==> config.mk <==
export PLATFORM = sky130hd
export DESIGN_NAME = spi_lane
export DESIGN_NICKNAME = d
export VERILOG_FILES = /design/src/hw/spi_bus_pkg.sv /design/src/hw/spi_lane.sv
export SDC_FILE = /design/constraint.sdc
export NUM_CORES = 1
export LEC_CHECK = 0
export ABC_AREA = 1
export BUFFER_PORTS_ARGS = -buffer_cell sky130_fd_sc_hd__buf_2
export CAP_MARGIN = 30
export CORE_MARGIN = 3
export CORE_UTILIZATION = 45
export DETAILED_ROUTE_END_ITERATION = 10
export PLACE_DENSITY_LB_ADDON = 0.12
export SYNTH_ARGS = -nofsm -noshare
export SYNTH_HDL_FRONTEND = slang
export SYNTH_SLANG_ARGS = --single-unit
==> constraint.sdc <==
create_clock -name clk -period 4.72 [get_ports clk]
set_clock_uncertainty 0.05 [all_clocks]
set_input_delay 0.944 -clock clk [delete_from_list [all_inputs] [get_ports clk]]
set_output_delay 0.944 -clock clk [all_outputs]
set_load 0.01 [all_outputs]
==> src/hw/spi_bus_pkg.sv <==
// ################################################
// SPI lane bus definitions
// Lane count, SCLK divider and lane command/response
// ################################################

package spi_bus_pkg;

   localparam int N_LANES  = 4;                       // One lane per SPI target
   localparam int SCLK_DIV = 2;                       // Clocks per SCLK half period
   localparam int DIV_W    = $clog2(SCLK_DIV + 1);    // Half period counter width

   // Start to rsp.valid in clocks
   // 32 bits of two half periods each, then cs_n release and the response cycle
   localparam int LANE_LAT = 64 * SCLK_DIV + 2;

   typedef struct packed {
      logic [31:0] data;         // Frame shifted out MSB first
      logic        rnw;          // Return MISO data
   } spi_cmd_t;

   typedef struct packed {
      logic [31:0] rdata;        // Frame captured from MISO
      logic        valid;        // One-cycle strobe
   } spi_rsp_t;

endpackage : spi_bus_pkg

==> src/hw/spi_lane.sv <==
// ################################################
// SPI lane
// Mode-0 master for one target, 32-bit frames with
// optional MISO readback
// ################################################

`timescale 1ns/100ps

module spi_lane
   import spi_bus_pkg::*;
(
   input  logic     clk,
   input  logic     rst_n,
   input  logic     start,     // Taken only while idle
   input  spi_cmd_t cmd,
   output logic     busy,
   output spi_rsp_t rsp,
   output logic     sclk,
   output logic     mosi,
   output logic     cs_n,
   input  logic     miso
);

   typedef enum logic [1:0] {
      L_IDLE,
      L_SHIFT,                   // 32 SCLK periods
      L_CSUP,                    // Release chip select
      L_RSP                      // Response cycle
   } lane_state_t;

   lane_state_t      state;
   logic [DIV_W-1:0] div_cnt;    // Half period counter
   logic [4:0]       bit_cnt;
   logic             tick;       // SCLK toggles this edge
   logic [31:0]      shreg;      // Outgoing frame
   logic [31:0]      rdata;      // Incoming frame
   logic             rnw_r;
   logic             rsp_valid;

   assign tick = (state == L_SHIFT) && (div_cnt == DIV_W'(SCLK_DIV - 1));
   assign rsp  = '{rdata: rdata, valid: rsp_valid};

   // Frame data paths
   always_ff @(posedge clk) begin
      if (state == L_IDLE && start) begin
         shreg <= cmd.data;
         rnw_r <= cmd.rnw;
      end else if (tick && sclk) begin
         shreg <= {shreg[30:0], 1'b0};   // Advance on falling SCLK
      end
      if (tick && !sclk)
         rdata <= {rdata[30:0], miso};   // Sample on rising SCLK
   end

   always_ff @(posedge clk or negedge rst_n) begin
      if (!rst_n) begin
         state     <= L_IDLE;
         busy      <= 1'b0;
         cs_n      <= 1'b1;
         sclk      <= 1'b0;
         mosi      <= 1'b0;
         div_cnt   <= '0;
         bit_cnt   <= '0;
         rsp_valid <= 1'b0;
      end else begin
         rsp_valid <= 1'b0;
         case (state)
            L_IDLE: begin
               if (start) begin
                  state   <= L_SHIFT;
                  busy    <= 1'b1;
                  cs_n    <= 1'b0;
                  mosi    <= cmd.data[31];   // First bit set up before SCLK rises
                  div_cnt <= '0;
                  bit_cnt <= '0;
               end
            end
            L_SHIFT: begin
               if (tick) begin
                  div_cnt <= '0;
                  sclk    <= ~sclk;
                  if (sclk) begin
                     if (bit_cnt == 5'd31) begin
                        state <= L_CSUP;
                     end else begin
                        bit_cnt <= bit_cnt + 1'b1;
                        mosi    <= shreg[30];   // Next bit follows the shift
                     end
                  end
               end else begin
                  div_cnt <= div_cnt + 1'b1;
               end
            end
            L_CSUP: begin
               cs_n      <= 1'b1;
               rsp_valid <= rnw_r;   // Writes give no response
               state     <= L_RSP;
            end
            L_RSP: begin
               busy  <= 1'b0;
               state <= L_IDLE;
            end
            default: state <= L_IDLE;
         endcase
      end
   end

   // A response belongs to a frame in progress
   a_valid_busy: assert property (@(posedge clk) disable iff (!rst_n)
      $rose(rsp.valid) |-> busy && cs_n);

endmodule : spi_lane

==> metrics <==
Crit. End Element register; Post-Syn Area per Cell about 12 um^2; initial antenna violation count 0; Comb pwr share approximately 29%; Yosys reg bits 78; num rows 29; status finished, final reports clean; Synth Instances 267; Mapped Area 0.00312 mm^2; period utilisation layout between 50% and 60%; area delta synth->final 20.2%; post-CTS setup buffers 0; Sw Share ~33%; TritonCTS clock tree built; clk slew on worst S/H paths about 0.080 ns; Ys Warns 0; Req. time, crit path 4.88 ns; layout cells sized above 1 29.1%; Hold Vio Cnt, Final 0; gr ovfl total 0; hpwl dp 3.59 mm; static leakage 1.71 nW; Initial DRC Count 81; CTS Root Cell clkbuf_8; fmax roughly 420 MHz; Setup-failing EPs final 0; ant diodes 0; Detailed Routing Iterations Pass 1 4; cell area power density 589 mW/mm^2; top cell type by total area after synthesis edfxtp_1; Peak VDD IR between 0.2 and 0.3 mV; Post-route DRC 0; port buffer count 73; Slew @ Worst Pin around 0.9 ns; CTS resizes 0; Max Cap Violations 0; routed vias/inst 4.66; worst min path class register to register; power consumption 0.00221 W; register area share after synthesis between 70 and 80%; Final Max Tran Viols 0; Int Pwr 0.00148 W; clock tree sinks 78; Psw roughly 0.00073 W; RSZ-0062 raised after global routing false; CTS Hold Bufs 0; synth unique cells 21; routed len/inst approximately 13 um; GPL Wtd Cong between 0.7 and 0.8; CTS max path bufs 2; final WL 5.35 mm; largest net degree at the start of global routing 35; sequential share of power 49.9%; total CTS buffers 9; Crit path largest cell delay 0.82 ns; first-pass GRT wire length just over 8 mm; top cells by area, synth edfxtp_1 (62%), nand2_1 (15%), dfrtp_1 (10%); Tot GR Track Use 14.0%; DRT antenna net count 0; Die H between 80 and 90 um; I/O pins 74; CP Launch Type register; die width 89.3 um; layout net count 389; TNS Setup 0 ns; Core ar. 0.00653 mm^2; Tmin final 2.38 ns; post-synth top area share around three fifths; Clock Latency Late Sink between 0.3 and 0.4 ns; Post-Syn Nets 310; post-layout util 57.5%; critical path class register to register; # H-tree levels 3; Initial Util between 40% and 50%; via count 1991; CP max FO 34; crit path max-delay cell type inv_1; fillcell total 570; Clock Power Share about a fifth; vias in the first global route 1800; DIE AREA 0.00797 mm^2; worst-path cell chain inv_1, ha_1, nand2_2, inv_1, nand2_1, nand2_1; Slew headroom between 30% and 40%; CP arrival roughly 2.5 ns
==> sequential cells by signal (all words and copies together) (netlist names) <==
register,cells
div_cnt,2
sclk,1
cs_n,1
rdata,32
bit_cnt,5
shreg,31
mosi,1
rnw_r,1
state,2
rsp_valid,1
busy,1
==> power groups by stage <==
stage	Clock, W	Combinational (W)	Sequential, W
CTS	0.000491	0.000648	0.00111
detailed placement	0	0.000647	0.00112
global route	0.000522	0.000729	0.00112
finish	0.000472	0.000636	0.00110
global placement	0	0.000640	0.00111
floorplan	0	0.000436	0.00114
==> logic make-up (layout without fill, tap and decap cells) <==
| logic type | count (synthesis) | after routing | synth area share [%] |
|---|---|---|---|
| flip-flops | 78 | 78 | 72.9 |
| buffers and inverters | 25 | 108 | 3.37 |
| AO/OA/AOI/OAI | 6 | 6 | 1.08 |
| AND/OR/NAND/NOR | 152 | 152 | 20.3 |
| adder cells (fa/ha/maj) | 6 | 6 | 2.41 |
==> cell usage after synthesis <==
cell,n
dfstp_2,1
a21oi_2,1
ha_1,6
buf_4,2
or2_0,1
dfrtp_1,13
or2_2,1
nor2_1,7
o21ai_0,3
inv_2,2
a21oi_1,2
edfxtp_1,64
nand3_1,11
nor2_4,3
nand2_1,125
clkbuf_1,2
nand3_4,1
buf_2,3
nand2_2,2
nand4_1,1
inv_1,16
==> worst max-delay path, delay by kind of cell, from the launching register on <==
kind                       cells  cell delay (ns)
buffers and inverters          2             0.91
and+or+nand+nor                3             0.63
DFF                            1             0.42
adders and majority gates      1             0.22
==> final cells by class <==
type	count	area [um^2]	area share, %
clock buffers	9	124	3.30
clock inverters	6	62.6	1.67
inverters	18	67.6	1.80
multi-input cells	164	748	19.9
flip-flops and latches	78	2270	60.6
well taps	77	96.3	2.57
repair buffers	75	380	10.1
==> layout by cell type, fill, tap and decap left out, types with 2 or more instances in the layout <==
cell type   count
nand2_1       125
buf_2          73
edfxtp_1       64
inv_1          16
dfrtp_1        13
nand3_1        11
clkbuf_8        9
nor2_1          6
ha_1            6
nor2_4          3
nand2_2         2
inv_2           2
a21oi_1         2
o21ai_0         2
clkinvlp_4      2
buf_4           2
==> metrics by stage <==
stage / instances / hold WS [ns] / setup slack, ns / area, um^2
after floorplan: 267 / 0.363 / 1.15 / 3120
after global placement: 412 / 0.372 / 1.95 / 3570
after detailed placement: 412 / 0.371 / 1.98 / 3570
after CTS: 427 / 0.396 / 2.27 / 3750
after global routing: 427 / 0.412 / 2.05 / 3750
final: 427 / 0.393 / 2.34 / 3750
==> path summary, 6_finish.rpt <==
kind                       startpoint   endpoint  slack [ns]  cells past startpoint
setup / recovery             state[0]  shreg[10]        2.34                      6
hold / removal                  rnw_r  rsp_valid        0.39                      2
setup reg to reg             state[0]  shreg[10]        2.34                      6
hold reg to reg                 rnw_r  rsp_valid        0.39                      2
max in group asynchronous       rst_n       cs_n        3.89                      1
min in group asynchronous       rst_n  rsp_valid        0.44                      1
==> layer usage <==
layer	global-route usage, %	up-vias	wire [um]
li1	-	1027	-
met1	18.0	906	2530
met2	20.8	54	2420
met3	6.82	4	344
met4	4.87	0	51
met5	0	-	0
Note: power is estimated with default switching activity, not from simulation.
