File: config.mk
export PLATFORM = sky130hd
export DESIGN_NAME = spi_rdata_collect
export DESIGN_NICKNAME = d
export VERILOG_FILES = /design/src/hw/spi_mon_pkg.sv /design/src/hw/spi_bus_pkg.sv /design/src/hw/spi_rdata_collect.sv
export SDC_FILE = /design/constraint.sdc
export NUM_CORES = 2
export LEC_CHECK = 0
export ABC_AREA = 0
export BUFFER_PORTS_ARGS = -buffer_cell sky130_fd_sc_hd__buf_2
export CORE_AREA = 4 4 540 542
export CTS_CLUSTER_DIAMETER = 120
export DETAILED_ROUTE_END_ITERATION = 12
export DIE_AREA = 0 0 544 546
export PLACE_DENSITY = 0.73
export SLEW_MARGIN = 20
export SYNTH_ARGS = -nofsm -noshare
export SYNTH_HDL_FRONTEND = slang
export SYNTH_SLANG_ARGS = --single-unit
export TNS_END_PERCENT = 1
File: constraint.sdc
create_clock -name clk -period 2.99 [get_ports clk]
set_input_delay 0.598 -clock clk [delete_from_list [all_inputs] [get_ports clk]]
set_output_delay 0.598 -clock clk [all_outputs]
set_load 0.05 [all_outputs]
File: src/hw/spi_mon_pkg.sv
// ################################################
// SPI monitor program format
// OPTIONS byte layout, memory sizes and sleep timing
// ################################################

package spi_mon_pkg;

   // Instruction memory is byte wide
   localparam int IMEM_AW = 8;           // 256 program bytes
   localparam int DMEM_AW = 7;           // 128 readback words

   // Sleep between passes in units of 2**SLEEP_SHIFT clocks
   // Kept small here so a full sleep fits in a short simulation
   localparam int SLEEP_SHIFT = 4;
   localparam int SLEEP_CNT_W = SLEEP_SHIFT + 8;   // Room for the 8-bit sleep setting

   // One OPTIONS byte plus four command bytes, MSB first
   localparam int INSTR_BYTES = 5;

   // OPTIONS byte
   //   [7:6] rsvd
   //   [5]   end of pass
   //   [4:1] target lane
   //   [0]   command returns data
   typedef struct packed {
      logic [1:0] rsvd;          // Reserved
      logic       end_stream;    // Last instruction of the pass
      logic [3:0] sel;           // Target lane number
      logic       rnw;           // Read back the response
   } spi_opt_t;

endpackage : spi_mon_pkg

File: src/hw/spi_bus_pkg.sv
// ################################################
// SPI lane bus definitions
// Lane count, SCLK divider and lane command/response
// ################################################

package spi_bus_pkg;

   localparam int N_LANES  = 4;                       // One lane per SPI target
   localparam int SCLK_DIV = 2;                       // Clocks per SCLK half period
   localparam int DIV_W    = $clog2(SCLK_DIV + 1);    // Half period counter width

   // Start to rsp.valid in clocks
   // 32 bits of two half periods each, then cs_n release and the response cycle
   localparam int LANE_LAT = 64 * SCLK_DIV + 2;

   typedef struct packed {
      logic [31:0] data;         // Frame shifted out MSB first
      logic        rnw;          // Return MISO data
   } spi_cmd_t;

   typedef struct packed {
      logic [31:0] rdata;        // Frame captured from MISO
      logic        valid;        // One-cycle strobe
   } spi_rsp_t;

endpackage : spi_bus_pkg

File: src/hw/spi_rdata_collect.sv
// ################################################
// SPI readback collector
// Stores lane responses in issue order into the
// readback RAM and serves host reads
// ################################################

`timescale 1ns/100ps

module spi_rdata_collect
   import spi_mon_pkg::*;
   import spi_bus_pkg::*;
(
   input  logic                        clk,
   input  logic                        rst_n,
   input  logic                        en,
   input  logic                        pass_restart,   // Back to address 0
   input  spi_rsp_t [N_LANES-1:0]      rsp,
   input  logic [DMEM_AW-1:0]          rd_addr,
   output logic [31:0]                 rd_data         // One cycle after rd_addr
);

   logic [31:0]        ram [2**DMEM_AW];
   logic [N_LANES-1:0] lane_vld;
   logic [31:0]        wr_data;
   logic               wr_en;
   logic [DMEM_AW-1:0] wr_addr;

   // Equal lane latency keeps valids one-hot
   always_comb begin
      wr_data = '0;
      for (int i = 0; i < N_LANES; i++) begin
         lane_vld[i] = rsp[i].valid;
         if (rsp[i].valid)
            wr_data = wr_data | rsp[i].rdata;
      end
   end

   assign wr_en = en && (lane_vld != '0);

   // Write pointer
   always_ff @(posedge clk or negedge rst_n) begin
      if (!rst_n)
         wr_addr <= '0;
      else if (!en || pass_restart)
         wr_addr <= '0;
      else if (wr_en)
         wr_addr <= wr_addr + 1'b1;   // Wraps past 128 reads
   end

   // Readback RAM
   always_ff @(posedge clk) begin
      if (wr_en)
         ram[wr_addr] <= wr_data;
      rd_data <= ram[rd_addr];
   end

   // Sequencer start ordering reaches here as one response per cycle
   a_one_rsp: assert property (@(posedge clk) disable iff (!rst_n)
      $onehot0(lane_vld));

endmodule : spi_rdata_collect

==> results by group <==
GRT
  • Total gr overflow: 0
  • Pin count of the biggest net entering global routing: 129
  • Total Routing Usage GR: 27.9%
  • First-pass GRT wire length: 580,000 um
  • Initial antenna violation count: 42
  • Vias in the first global route: 75,800

CTS
  • CTS tree: yes
  • Clock sinks: 4,135
  • Root Driver: clkbuf_16
  • H-Tree Level Count: 5
  • Clk Latency, worst-skew pair: 930 ps
  • Clock transition at path regs: 60 ps
  • CTS Buf Count: 392
  • Clock Path Buffers: 4

Logic synthesis
  • Sequential element share of the synthesized area: 78.7%
  • Mean post-synth cell area: 25.7 um2
  • Compound-cell area share of the yosys netlist: 0.313%
  • Synth Area in Simple Gates: 0.532%
  • XOR/XNOR share of the synthesized area: 0.0334%
  • Main flop type after synthesis: edfxtp_1
  • Leading cell types by count after synthesis: edfxtp_1 (4,096), mux4_2 (1,344), clkbuf_1 (192), nor2_1 (138), buf_2 (90)
  • Top-count cell post-synth: edfxtp_1
  • Cell accounting for the most synthesized area: edfxtp_1
  • Synthesis warning total: 0
  • Main combinational cell family by area after synthesis: multiplexers
  • EDFF count, synth: 4,096
  • Synth top area share: 78.2%
  • Post-Syn Area: 0.157 mm2
  • Post-synth net total: 6,269
  • Asr flop ratio synth: 0.169%
  • Dominant cells by area after synthesis: edfxtp_1 (78%), mux4_2 (19%), clkbuf_1 (0.46%), dfxtp_1 (0.41%), nor2_1 (0.33%)
  • Mux share of post-synthesis cell area: 19.5%
  • Synth cell types: 24
  • Adder-Cell Fraction of Synth Area: 0.00796%
  • Cells after Synth: 6,125
  • #FFs+latches synth: 4,135

Placement
  • Final estimated routing congestion in global placement: 0.897
  • DP HPWL: 229,000 um
  • Port Buffers: 174
  • Placed inst area: 0.170 mm2

Power and ir drop
  • Cell Pwr Density: 658 mW/mm2
  • LEAKAGE: 0.0600 uW
  • Max IR drop VDD: 0.477 mV

Detailed routing
  • Final wirelength: 413,000 um
  • Post-DR vias/cell: 6.82
  • Via count: 75,300
  • Routed Antenna Nets: 0
  • Remaining DRCs: 0
  • First-pass DRT Iterations: 6
  • DR iter-0 viols: 12,700
  • WL/cell: 37.4 um

Setup path
  • Max FO, Critical Path: 28
  • Crit path kind: in2reg
  • CP Cell Sequence: buf_12 -> buf_12 -> buf_4 -> buf_12 -> mux4_2 -> mux4_2 -> mux4_2 -> mux2_2
  • Kind of cell adding the most delay to the critical path: multiplexers
  • CP startpoint kind: primary input
  • Slowest CP cell: mux4_2
  • Worst path max stage delay: 650 ps
  • Worst EP required: 3760 ps
  • Crit path DAT: 3670 ps
  • Worst path bufs/invs: 4
  • CP endpoint kind: flip-flop

Cells and area
  • Layout Nets: 7,033
  • Ratio of cells with drive above 1 in the final layout: 38.5%
  • Final core occ: 63.5%
  • Synthesis-to-layout area growth: 15.9%
  • Final Cell Area: 0.182 mm2

Timing
  • Setup violations, final: 0
  • Min cycle time layout: 2890 ps
  • Setup Skew: 65.2 ps
  • Highest Clock Rate: 0.346 GHz
  • RSZ-0062 raised after global routing: no
  • Fin crit share: 96.8%
  • Worst-Margin Slew: 1070 ps
  • Final Max Tran Viols: 0
  • Final Hold Fails: 0
  • Relative slew slack: 28.4%

Worst hold path
  • Hold Path Class: in2reg

Floorplanning
  • Site Rows: 197
  • Core area: 0.287 mm2
  • Ports: 175
  • Initial Util: 54.8%
  • Die Area: 0.297 mm2
  • DIE WIDTH: 544 um
  • Die height: 546 um

Outcome
  • Outcome: completed

Run
  • MaxCap Viol Count: 0
power by group:
group	leakage, uW	internal [uW]	switching [uW]
logic	0.0138	2620	4530
clock network	0.00596	26900	21100
registers	0.0402	64500	257
total	0.0600	94000	25900
registers in the layout (all words and copies together) (netlist names):
| register | count |
|---|---|
| ram | 4096 |
| wr_addr | 7 |
| rd_data | 32 |
logic make-up after synthesis:
family / Yosys count
and+or+nand+nor: 210
buffers and inverters: 331
muxes: 1377
adders and majority gates: 1
AOI/OAI and AO/OA: 65
DFF: 4135
xor gates and xnor gates: 6
layout make-up:
type                    count  area (um2)
clock inverters           217        1930
repair buffers            701        8120
flip-flops and latches   4135      124000
multi-input cells        1659       33300
fillers                 17900      105000
diodes                     59         148
clock buffers             484       10300
well taps                3781        4730
stage by stage:
step / hold WS, ps / total power [uW] / instances / setup TNS, ps / setup slack (ps)
6_report: 153 / 120000 / 11000 / 0 / 97.0
5_1_grt: 175 / 123000 / 11000 / 0 / 81.3
4_1_cts: 119 / 120000 / 11000 / 0 / 147
3_5_place_dp: 447 / 73000 / 10300 / -20450 / -801
3_3_place_gp: 434 / 72800 / 10300 / -19930 / -799
2_1_floorplan: 302 / 69800 / 6125 / -2485790 / -513
worst paths after layout:
| kind | cells past startpoint | slack (ps) | to | from |
|---|---|---|---|---|
| max | 8 | 100 | rd_data[17] | rd_addr[0] |
| min | 3 | 150 | wr_addr[0] | en |
| max reg2reg | 6 | 180 | ram[43][4] | wr_addr[5] |
| min reg2reg | 2 | 660 | wr_addr[1] | wr_addr[1] |
| max in group asynchronous | 3 | 2120 | wr_addr[3] | rst_n |
| min in group asynchronous | 3 | 630 | wr_addr[0] | rst_n |
cells in the final DEF, fill, tap and decap left out, types with 13 or more instances in the layout:
cell       synthesis  routed
buf_12             0     260
nand2_1           49      13
buf_4              3     268
diode_2            0      59
nand2_4            0      32
dfxtp_1           32      32
clkbuf_1         192      85
clkbuf_16          0     398
bufinv_16          0      28
nor2_4             0     128
a22oi_1           64      64
clkinv_1           0      92
buf_2             90     168
mux2_2            32      32
clkinv_2           0      64
mux4_2          1344    1344
edfxtp_1        4096    4096
tightest hold or removal path, delay by kind of cell:
family / cells / cell delay, ps
and+or+nand+nor: 2 / 310
buffers and inverters: 1 / 130
metal layers:
metal	part of all wire (%)	up-vias	global-route usage (%)
met3	12	755	6.15
li1	-	28500	-
met1	35	40200	39.2
met5	0.013	-	0
met4	4.3	8	10.7
met2	48	5801	43.5
timing repair:
item / 4_1_cts / 5_1_grt
resized for setup: 0 / 0
hold buffers: 2 / 0
buffers inserted: 0 / 0
hold endpoints to repair: 7 / 0
(Power assumes the default switching activity.)
